<file path="src/serdes_test_cfg.svh">
`ifndef SERDES_TEST_CFG_SVH
`define SERDES_TEST_CFG_SVH

`define SERDES_DATA_WIDTH   8     // bits per link word, sent MSB first
`define SERDES_PRBS_LEN     7     // lfsr length for x^7+x^6+1, no wider than a word
`define SERDES_LOCK_WORDS   4     // matching words in a row before the checker locks

// register byte addresses on the 4-bit axi4-lite address bus
`define SERDES_ADDR_CTRL    4'h0  // bit 0 enable, bit 1 clear counters
`define SERDES_ADDR_STATUS  4'h4  // bit 0 locked, bits 31..16 slip count
`define SERDES_ADDR_ERRCNT  4'h8  // bit errors seen while locked
`define SERDES_ADDR_WORDCNT 4'hC  // words checked while locked

`endif

</file>
<file path="src/serdes_test_pkg.sv">
`include "serdes_test_cfg.svh"

package serdes_test_pkg;

    typedef logic [`SERDES_DATA_WIDTH-1:0] data_word_t;  // one word on the link

    typedef enum logic [1:0] {
        SEED,    // waiting for a word to load the lfsr from
        VERIFY,  // counting matches before lock
        LOCKED   // counting errors
    } chk_state_e;

    typedef enum logic [1:0] {
        OKAY   = 2'b00,
        SLVERR = 2'b10
    } axil_resp_e;

    // runs the lfsr one step per word bit, the first bit out lands in the msb
    function automatic data_word_t prbs_next_word(
        input  logic [`SERDES_PRBS_LEN-1:0] state,
        output logic [`SERDES_PRBS_LEN-1:0] next_state
    );
        logic [`SERDES_PRBS_LEN-1:0] s;
        logic                        fb;
        data_word_t                  word;
        s = state;
        for (int i = `SERDES_DATA_WIDTH - 1; i >= 0; i--) begin
            fb      = s[`SERDES_PRBS_LEN-1] ^ s[`SERDES_PRBS_LEN-2];  // taps 7 and 6
            word[i] = fb;                                            // output bit is the new bit
            s       = {s[`SERDES_PRBS_LEN-2:0], fb};
        end
        next_state = s;  // equals the low PRBS_LEN bits of the word just made
        return word;
    endfunction

endpackage

</file>
<file path="src/prbs_gen.sv">
`timescale 1ns/10ps
`include "serdes_test_cfg.svh"

module prbs_gen import serdes_test_pkg::*; (
    input  logic       CLK,
    input  logic       rst,
    input  logic       word_tick,  // serializer takes tx_word in this cycle
    input  logic       enable,
    output data_word_t tx_word
);

    logic [`SERDES_PRBS_LEN-1:0] lfsr;       // sequence state between words
    logic [`SERDES_PRBS_LEN-1:0] lfsr_next;  // state after the word on tx_word
    data_word_t                  word_next;

    always_comb begin
        word_next = prbs_next_word(lfsr, lfsr_next);  // next word is always ready
    end

    // zero words while disabled so the line goes quiet from the next word on
    assign tx_word = enable ? word_next : '0;

    always_ff @(posedge CLK) begin
        if (rst) begin
            lfsr <= '1;  // all ones, a legal nonzero state
        end else if (word_tick && enable) begin
            lfsr <= lfsr_next;  // advance only when a word really goes out
        end
    end

endmodule

</file>
<file path="src/word_serializer.sv">
`timescale 1ns/10ps
`include "serdes_test_cfg.svh"

module word_serializer import serdes_test_pkg::*; (
    input  logic       CLK,
    input  logic       rst,
    input  data_word_t tx_word,
    output logic       word_tick,  // one cycle high per word
    output logic       ser_out
);

    localparam int CNT_W = $clog2(`SERDES_DATA_WIDTH);

    logic [CNT_W-1:0] bit_cnt;  // position within the outgoing word
    data_word_t       shreg;    // bits of the current word still to send

    // the strobe marks the last bit slot of a word, the load happens on that edge
    assign word_tick = (bit_cnt == CNT_W'(`SERDES_DATA_WIDTH - 1));

    always_ff @(posedge CLK) begin
        if (rst) begin
            bit_cnt <= '0;
        end else if (word_tick) begin
            bit_cnt <= '0;  // wrap explicitly in case the width is not a power of two
        end else begin
            bit_cnt <= bit_cnt + 1'b1;
        end
    end

    always_ff @(posedge CLK) begin
        if (rst) begin
            shreg <= '0;  // line stays low until the first word is loaded
        end else if (word_tick) begin
            shreg <= tx_word << 1;  // msb leaves straight away through ser_out
        end else begin
            shreg <= shreg << 1;
        end
    end

    always_ff @(posedge CLK) begin
        if (rst) begin
            ser_out <= 1'b0;
        end else begin
            ser_out <= word_tick ? tx_word[`SERDES_DATA_WIDTH-1] : shreg[`SERDES_DATA_WIDTH-1];
        end
    end

endmodule

</file>
<file path="src/word_deserializer.sv">
`timescale 1ns/10ps
`include "serdes_test_cfg.svh"

module word_deserializer import serdes_test_pkg::*; (
    input  logic       CLK,
    input  logic       rst,
    input  logic       ser_in,
    input  logic       slip,      // move the word boundary by one bit
    output data_word_t rx_word,
    output logic       rx_valid   // one cycle high per assembled word
);

    localparam int CNT_W = $clog2(`SERDES_DATA_WIDTH);

    logic [CNT_W-1:0] bit_cnt;  // bits gathered in the current word
    data_word_t       shreg;    // newest bit in the lsb
    logic             wrap;     // last bit of a word arrives this cycle

    // a slip holds the counter so the current word takes one extra bit
    assign wrap = (bit_cnt == CNT_W'(`SERDES_DATA_WIDTH - 1)) && !slip;

    always_ff @(posedge CLK) begin
        shreg <= {shreg[`SERDES_DATA_WIDTH-2:0], ser_in};  // shifts every cycle, slip or not
    end

    always_ff @(posedge CLK) begin
        if (rst) begin
            bit_cnt <= '0;
        end else if (wrap) begin
            bit_cnt <= '0;
        end else if (!slip) begin
            bit_cnt <= bit_cnt + 1'b1;
        end
    end

    always_ff @(posedge CLK) begin
        if (wrap) begin
            rx_word <= {shreg[`SERDES_DATA_WIDTH-2:0], ser_in};  // first bit received is the msb
        end
    end

    always_ff @(posedge CLK) begin
        if (rst) begin
            rx_valid <= 1'b0;
        end else begin
            rx_valid <= wrap;
        end
    end

endmodule

</file>
<file path="src/prbs_checker.sv">
`timescale 1ns/10ps
`include "serdes_test_cfg.svh"

module prbs_checker import serdes_test_pkg::*; (
    input  logic        CLK,
    input  logic        rst,
    input  data_word_t  rx_word,
    input  logic        rx_valid,
    input  logic        clear,       // zeroes the counters and the error flag
    output logic        slip,        // one cycle request to the deserializer
    output logic        locked,
    output logic        error,       // sticky, any bit error while locked
    output logic [31:0] err_count,
    output logic [31:0] word_count,
    output logic [15:0] slip_count
);

    localparam int MATCH_W = $clog2(`SERDES_LOCK_WORDS);

    chk_state_e                  state;
    logic [`SERDES_PRBS_LEN-1:0] lfsr;       // predicts the next received word
    logic [`SERDES_PRBS_LEN-1:0] lfsr_next;
    data_word_t                  pred;       // expected word
    data_word_t                  mismatch;   // one bit set per wrong bit
    logic [31:0]                 bad_bits;   // popcount of the mismatch
    logic [MATCH_W-1:0]          match_cnt;  // good words in a row during VERIFY
    logic [2:0]                  bad_cnt;    // wrong words in a row while locked

    always_comb begin
        pred = prbs_next_word(lfsr, lfsr_next);
    end

    assign mismatch = rx_word ^ pred;
    assign bad_bits = 32'($countones(mismatch));

    always_ff @(posedge CLK) begin
        slip <= 1'b0;  // pulse only, set below on a failed verify
        if (rst) begin
            state      <= SEED;
            locked     <= 1'b0;
            error      <= 1'b0;
            err_count  <= '0;
            word_count <= '0;
            slip_count <= '0;
            match_cnt  <= '0;
            bad_cnt    <= '0;
        end else begin
            if (rx_valid) begin
                case (state)
                    SEED: begin
                        // a zero seed would lock onto an idle line, so wait for real data
                        if (rx_word[`SERDES_PRBS_LEN-1:0] != '0) begin
                            lfsr      <= rx_word[`SERDES_PRBS_LEN-1:0];
                            match_cnt <= '0;
                            state     <= VERIFY;
                        end
                    end
                    VERIFY: begin
                        if (mismatch == '0) begin
                            lfsr <= lfsr_next;  // free run from here, no reseeding
                            if (match_cnt == MATCH_W'(`SERDES_LOCK_WORDS - 1)) begin
                                state   <= LOCKED;
                                locked  <= 1'b1;
                                bad_cnt <= '0;
                            end else begin
                                match_cnt <= match_cnt + 1'b1;
                            end
                        end else begin
                            slip       <= 1'b1;  // try the next bit boundary
                            slip_count <= slip_count + 1'b1;
                            state      <= SEED;
                        end
                    end
                    default: begin
                        lfsr       <= lfsr_next;  // errors stay single, they do not spread
                        err_count  <= err_count + bad_bits;
                        word_count <= word_count + 1'b1;
                        if (mismatch != '0) begin
                            error   <= 1'b1;
                            bad_cnt <= bad_cnt + 1'b1;
                            if (bad_cnt == 3'd7) begin
                                state  <= SEED;  // eighth wrong word in a row, lock lost
                                locked <= 1'b0;
                            end
                        end else begin
                            bad_cnt <= '0;
                        end
                    end
                endcase
            end
            if (clear) begin
                error      <= 1'b0;  // clear wins over a count in the same cycle
                err_count  <= '0;
                word_count <= '0;
                slip_count <= '0;
            end
        end
    end

endmodule

</file>
<file path="src/axil_regs.sv">
`timescale 1ns/10ps
`include "serdes_test_cfg.svh"

module axil_regs import serdes_test_pkg::*; (
    input  logic        CLK,
    input  logic        rst,
    input  logic [3:0]  s_axil_awaddr,
    input  logic        s_axil_awvalid,
    output logic        s_axil_awready,
    input  logic [31:0] s_axil_wdata,
    input  logic [3:0]  s_axil_wstrb,
    input  logic        s_axil_wvalid,
    output logic        s_axil_wready,
    output logic [1:0]  s_axil_bresp,
    output logic        s_axil_bvalid,
    input  logic        s_axil_bready,
    input  logic [3:0]  s_axil_araddr,
    input  logic        s_axil_arvalid,
    output logic        s_axil_arready,
    output logic [31:0] s_axil_rdata,
    output logic [1:0]  s_axil_rresp,
    output logic        s_axil_rvalid,
    input  logic        s_axil_rready,
    input  logic        locked,
    input  logic [31:0] err_count,
    input  logic [31:0] word_count,
    input  logic [15:0] slip_count,
    output logic        enable,
    output logic        clear_pulse
);

    logic        wr_go;    // both write channels present and no response held
    logic        wr_hs;    // write handshake in this cycle
    logic        wr_ctrl;  // that handshake writes byte 0 of CTRL
    axil_resp_e  wr_resp;
    axil_resp_e  bresp_q;
    logic        ar_go;
    logic        ar_hs;
    logic [31:0] rd_data;
    axil_resp_e  rd_resp;
    axil_resp_e  rresp_q;

    assign wr_go   = s_axil_awvalid && s_axil_wvalid && !s_axil_bvalid && !s_axil_awready;
    assign wr_hs   = s_axil_awready && s_axil_awvalid && s_axil_wvalid;
    assign wr_ctrl = wr_hs && (s_axil_awaddr == `SERDES_ADDR_CTRL) && s_axil_wstrb[0];
    assign ar_go   = s_axil_arvalid && !s_axil_rvalid && !s_axil_arready;
    assign ar_hs   = s_axil_arready && s_axil_arvalid;

    always_comb begin
        case (s_axil_awaddr)
            `SERDES_ADDR_CTRL, `SERDES_ADDR_STATUS,
            `SERDES_ADDR_ERRCNT, `SERDES_ADDR_WORDCNT: wr_resp = OKAY;  // read-only ones ignore data
            default:                                   wr_resp = SLVERR;
        endcase
    end

    always_comb begin
        rd_data = '0;  // unmapped reads return zero
        rd_resp = OKAY;
        case (s_axil_araddr)
            `SERDES_ADDR_CTRL:    rd_data = {31'b0, enable};  // clear bit always reads 0
            `SERDES_ADDR_STATUS:  rd_data = {slip_count, 15'b0, locked};
            `SERDES_ADDR_ERRCNT:  rd_data = err_count;
            `SERDES_ADDR_WORDCNT: rd_data = word_count;
            default:              rd_resp = SLVERR;
        endcase
    end

    always_ff @(posedge CLK) begin
        if (rst) begin
            s_axil_awready <= 1'b0;
            s_axil_wready  <= 1'b0;
            s_axil_bvalid  <= 1'b0;
            enable         <= 1'b0;
            clear_pulse    <= 1'b0;
        end else begin
            s_axil_awready <= wr_go;  // ready for one cycle, both channels together
            s_axil_wready  <= wr_go;
            clear_pulse    <= wr_ctrl && s_axil_wdata[1];
            if (wr_ctrl) begin
                enable <= s_axil_wdata[0];
            end
            if (wr_hs) begin
                s_axil_bvalid <= 1'b1;  // response in the same cycle the write lands
            end else if (s_axil_bready) begin
                s_axil_bvalid <= 1'b0;
            end
        end
    end

    always_ff @(posedge CLK) begin
        if (wr_hs) begin
            bresp_q <= wr_resp;
        end
    end

    always_ff @(posedge CLK) begin
        if (rst) begin
            s_axil_arready <= 1'b0;
            s_axil_rvalid  <= 1'b0;
        end else begin
            s_axil_arready <= ar_go;  // held low while a read response waits
            if (ar_hs) begin
                s_axil_rvalid <= 1'b1;
            end else if (s_axil_rready) begin
                s_axil_rvalid <= 1'b0;
            end
        end
    end

    always_ff @(posedge CLK) begin
        if (ar_hs) begin
            s_axil_rdata <= rd_data;  // sampled at the handshake, stable while held
            rresp_q      <= rd_resp;
        end
    end

    assign s_axil_bresp = bresp_q;
    assign s_axil_rresp = rresp_q;

endmodule

</file>
<file path="src/serdes_test_top.sv">
`timescale 1ns/10ps

module serdes_test_top import serdes_test_pkg::*; (
    input  logic        CLK,
    input  logic        rst,
    output logic        ser_out,
    input  logic        ser_in,
    output logic        error,
    input  logic [3:0]  s_axil_awaddr,
    input  logic        s_axil_awvalid,
    output logic        s_axil_awready,
    input  logic [31:0] s_axil_wdata,
    input  logic [3:0]  s_axil_wstrb,
    input  logic        s_axil_wvalid,
    output logic        s_axil_wready,
    output logic [1:0]  s_axil_bresp,
    output logic        s_axil_bvalid,
    input  logic        s_axil_bready,
    input  logic [3:0]  s_axil_araddr,
    input  logic        s_axil_arvalid,
    output logic        s_axil_arready,
    output logic [31:0] s_axil_rdata,
    output logic [1:0]  s_axil_rresp,
    output logic        s_axil_rvalid,
    input  logic        s_axil_rready
);

    logic        word_tick;    // word strobe from the serializer bit counter
    data_word_t  tx_word;
    data_word_t  rx_word;
    logic        rx_valid;
    logic        slip;
    logic        locked;
    logic [31:0] err_count;
    logic [31:0] word_count;
    logic [15:0] slip_count;
    logic        enable;
    logic        clear_pulse;

    prbs_gen u_prbs_gen (
        .CLK       (CLK),
        .rst       (rst),
        .word_tick (word_tick),
        .enable    (enable),
        .tx_word   (tx_word)
    );

    word_serializer u_word_serializer (
        .CLK       (CLK),
        .rst       (rst),
        .tx_word   (tx_word),
        .word_tick (word_tick),
        .ser_out   (ser_out)
    );

    word_deserializer u_word_deserializer (
        .CLK      (CLK),
        .rst      (rst),
        .ser_in   (ser_in),
        .slip     (slip),
        .rx_word  (rx_word),
        .rx_valid (rx_valid)
    );

    prbs_checker u_prbs_checker (
        .CLK        (CLK),
        .rst        (rst),
        .rx_word    (rx_word),
        .rx_valid   (rx_valid),
        .clear      (clear_pulse),
        .slip       (slip),
        .locked     (locked),
        .error      (error),
        .err_count  (err_count),
        .word_count (word_count),
        .slip_count (slip_count)
    );

    axil_regs u_axil_regs (
        .CLK            (CLK),
        .rst            (rst),
        .s_axil_awaddr  (s_axil_awaddr),
        .s_axil_awvalid (s_axil_awvalid),
        .s_axil_awready (s_axil_awready),
        .s_axil_wdata   (s_axil_wdata),
        .s_axil_wstrb   (s_axil_wstrb),
        .s_axil_wvalid  (s_axil_wvalid),
        .s_axil_wready  (s_axil_wready),
        .s_axil_bresp   (s_axil_bresp),
        .s_axil_bvalid  (s_axil_bvalid),
        .s_axil_bready  (s_axil_bready),
        .s_axil_araddr  (s_axil_araddr),
        .s_axil_arvalid (s_axil_arvalid),
        .s_axil_arready (s_axil_arready),
        .s_axil_rdata   (s_axil_rdata),
        .s_axil_rresp   (s_axil_rresp),
        .s_axil_rvalid  (s_axil_rvalid),
        .s_axil_rready  (s_axil_rready),
        .locked         (locked),
        .err_count      (err_count),
        .word_count     (word_count),
        .slip_count     (slip_count),
        .enable         (enable),
        .clear_pulse    (clear_pulse)
    );

endmodule

</file>
<file path="config.mk">
export PLATFORM = sky130hd
export DESIGN_NAME = serdes_test_top
export DESIGN_NICKNAME = d
export VERILOG_FILES = /design/src/serdes_test_pkg.sv /design/src/prbs_gen.sv /design/src/word_serializer.sv /design/src/word_deserializer.sv /design/src/prbs_checker.sv /design/src/axil_regs.sv /design/src/serdes_test_top.sv
export VERILOG_INCLUDE_DIRS = /design/src
export SDC_FILE = /design/constraint.sdc
export NUM_CORES = 1
export LEC_CHECK = 0
export ABC_AREA = 1
export ABC_CLOCK_PERIOD_IN_PS = 6940
export BUFFER_PORTS_ARGS = -buffer_cell sky130_fd_sc_hd__buf_2
export CAP_MARGIN = 5
export CORE_ASPECT_RATIO = 0.9
export CORE_MARGIN = 3
export CORE_UTILIZATION = 51
export CTS_BUF_LIST = sky130_fd_sc_hd__clkbuf_4 sky130_fd_sc_hd__clkbuf_8 sky130_fd_sc_hd__clkbuf_16
export DETAILED_ROUTE_END_ITERATION = 10
export PLACE_DENSITY = 0.76
export SYNTH_ARGS = -nofsm -noshare
export SYNTH_HDL_FRONTEND = slang
export SYNTH_HIERARCHICAL = 1
export SYNTH_SLANG_ARGS = --single-unit
</file>
<file path="constraint.sdc">
create_clock -name CLK -period 6.94 [get_ports CLK]
set_clock_uncertainty 0.2 [all_clocks]
set_input_delay 1.041 -clock CLK [delete_from_list [all_inputs] [get_ports CLK]]
set_output_delay 1.041 -clock CLK [all_outputs]
set_load 0.05 [all_outputs]
</file>
==> summary.md <==
| Metric | Value |
|---|---|
| WL met1 | `8.75 mm` |
| CTS Buf Count | `17` |
| H-Tree Depth | `4` |
| DR vias/cell | `5.16` |
| Detailed placement HPWL | `13.1 mm` |
| Pwr Density | `211 nW/um^2` |
| Sw frac | `0.244` |
| Share of layout cells above drive strength 1 | `0.127` |
| Worst setup EP type | `flop` |
| Top sig layer | `met5` |
| CP Class | `reg2reg` |
| Status | `completed` |
| Die H | `130 um` |
| Global-route wire length before repair | `30.2 mm` |
| Final cycle utilization of the critical path | `0.701` |
| Synth area leader | `dfxtp_1` |
| Peak supply drop | `0.146 mV` |
| Critical Path RT | `7040 ps` |
| Hold WS | `149 ps` |
| Die W | `144 um` |
| Crit path max fanout | `5` |
| Flop pwr share | `0.516` |
| RSZ-0062 raised after global routing | `false` |
| First-pass detailed-route iteration total | `5` |
| Synth area leaders | `dfxtp_1 (29%), edfxtp_1 (17%), nand2_1 (14%)` |
| Port bufs | `59` |
| Final Hold Vio Count | `0` |
| Antenna diode count | `0` |
| Initial DRC count | `580` |
| Mapped cell area | `8690 sq um` |
| Ys Warns | `6` |
| Yosys reg bits | `174` |
| TNS Setup | `0 ps` |
| Most frequent cell after synthesis | `nand2_1` |
| Effective utilization at floorplan | `0.530` |
| Post-route design area | `9690 sq um` |
| Rel. slew slack | `0.366` |
| Pleak | `4.15 nW` |
| Sequential share of the synthesized area | `0.457` |
| IO Count | `95` |
| Number of gates resized after CTS | `0` |
| Power, Total | `2.04 mW` |
| Pint | `1.55 mW` |
| Routed WL | `18.3 mm` |
| Worst-margin pin slew | `943 ps` |
| Root buffer cell | `clkbuf_16` |
| # hold bufs at CTS | `0` |
| Hold Path Class | `reg2reg` |
| Residual DRC | `0` |
| Gr usage total | `0.201` |
| Pins over their slew limit | `0` |
| Antenna viol nets, final | `0` |
| Synth-to-Final Area Change | `11.5%` |
| NetSw | `499 uW` |
| Wire per inst | `13.0 um` |
| # fillers | `1482` |
| Nature of the critical path startpoint | `flop` |
| Fmax | `205 MHz` |
| GP Congestion | `0.853` |
| Primary FF master, synth | `dfxtp_1` |
| Post-place setup slack | `2110 ps` |
| TritonCTS Sinks | `174` |
| Die Footprint | `18600 sq um` |
| Post-DP Area | `9120 sq um` |
| Final setup viols | `0` |
| CTS tree | `yes` |
| Worst skew pair latency | `430 ps` |
| GRT overflow | `0` |
| Async SR Flop Fraction | `0` |
| Syn Inst Count | `1129` |
| EDFF count, synth | `49` |
| Final nets | `1260` |
| Area share of the leading cell type in the synthesized netlist | `0.288` |
| Combinational share of power | `0.036` |
| Met3 Wirelength | `1.05 mm` |
| Netlist cell types | `46` |
| Largest net degree at the start of global routing | `49` |
| Deepest clock path buffer count | `2` |
| Vias | `7264` |
| CP arrival | `4970 ps` |
| Min Tclk post-route | `4870 ps` |
| CORE AREA | `16400 sq um` |
| Vias in the first global route | `6522` |
| Worst setup margin | `2070 ps` |
| Met2 Wirelength | `8.30 mm` |
| Initial antenna violation count | `1` |
| Post-CTS setup buffers | `0` |
| Std cell rows | `44` |
| Commonest cells in the netlist | `nand2_1 (321), inv_1 (133), dfxtp_1 (125), nor2_1 (97), a21oi_1 (76)` |
| Syn avg cell area | `7.70 sq um` |
| Clock share of power | `0.448` |
| Clock-pin slew on the worst setup and hold paths | `70 ps` |
| Max Cap Violations | `0` |
[worst max-delay path, cell delays in order, from the launching register on]
cell and delay (ps):
edfxtp_1 420, inv_1 100, nand2_1 90, nand2_1 90, nand2_1 90, nand3_1 90
nand2_1 90, inv_1 60, fa_1 500, inv_1 60, fa_1 500, fa_1 520
fa_1 440, inv_1 90, fa_1 220, nand3_1 90, nand3_1 100, inv_1 90
nor2_4 100, nand2_2 90, nor3_4 210, nand2_1 150, inv_2 90, nand2_1 70
nor2_1 120, nor3b_2 50
[registers in the layout (all words and copies together) (netlist names), 2 cells and up]
| signal | count |
|---|---|
| u_prbs_checker/slip_count | 16 |
| u_prbs_checker/lfsr | 7 |
| u_prbs_checker/match_cnt | 2 |
| u_prbs_checker/word_count | 32 |
| u_prbs_gen/lfsr | 7 |
| u_word_deserializer/shreg | 7 |
| u_word_serializer/shreg | 7 |
| u_axil_regs/s_axil_rdata | 32 |
| u_prbs_checker/err_count | 32 |
| u_prbs_checker/bad_cnt | 3 |
| u_word_serializer/bit_cnt | 3 |
| u_word_deserializer/rx_word | 8 |
| u_prbs_checker/state | 2 |
| u_word_deserializer/bit_cnt | 3 |
[path summary, 6_finish.rpt]
path	from	to	slack (ps)	depth (start not counted)
max	u_prbs_checker/lfsr[4]	u_prbs_checker/err_count[30]	2070	25
min	u_word_deserializer/shreg[5]	u_word_deserializer/shreg[6]	150	0
max reg2reg	u_prbs_checker/lfsr[4]	u_prbs_checker/err_count[30]	2070	25
min reg2reg	u_word_deserializer/shreg[5]	u_word_deserializer/shreg[6]	150	0
[power by group through the flow]
stage / registers, mW / clock network [mW] / logic, mW
6_report: 1.05 / 0.916 / 0.0739
5_1_grt: 1.05 / 0.978 / 0.0824
4_1_cts: 1.05 / 0.936 / 0.0744
3_5_place_dp: 1.08 / 0 / 0.0742
3_3_place_gp: 1.08 / 0 / 0.0726
2_1_floorplan: 1.09 / 0 / 0.0378
[through the flow]
step | std cells | utilization
detailed placement | 1376 | 0.556
finish | 1408 | 0.591
CTS | 1408 | 0.591
floorplan | 1130 | -
global placement | 1376 | 0.556
global route | 1408 | 0.591
[layout make-up]
type                    count  area [sq um]  share of cell area
clock buffers              17           425              0.0439
clock inverters            15           145              0.0150
repair buffers             64           333              0.0343
multi-input cells         783          4000               0.412
flip-flops and latches    174          3970               0.410
inverters                 148           562              0.0580
well taps                 207           259              0.0267
[layout by cell type, fill, tap and decap left out, types with 4 or more instances in the layout]
master and n:
buf_2 59, o21ai_0 48, nor4_1 9, nor3b_2 4, edfxtp_1 49, nand2_2 9, inv_6 6, dfxtp_1 125
xor2_1 22, inv_2 11, nor2_8 4, nand4_1 15, clkinv_4 5, nand3_2 4, buf_4 5, nand2_1 321
nor2_4 5, o21ai_1 6, a21oi_1 76, xnor2_1 5, nand3_1 66, nand2_4 4, nor2_2 6, nor3_1 33
ha_1 15, fa_1 5, nor2_1 96, clkbuf_16 17, inv_1 133, and2_1 6
[cells by family after synthesis]
family                   Yosys count  share of synthesized area
AND/OR/NAND/NOR                  593                      0.314
flip-flops                       174                      0.457
buffers and inverters            173                     0.0837
AO/OA/AOI/OAI                    141                     0.0845
XOR/XNOR                          27                     0.0272
adder cells (fa/ha/maj)           20                     0.0331
other                              1                   0.000432
[metal layers]
layer | global-route usage | up-vias
met1 | 0.274 | 3275
met5 | 0 | -
met3 | 0.0414 | 21
met4 | 0.0626 | 2
li1 | - | 3764
met2 | 0.323 | 202
Power figures use the tool's default switching activity.
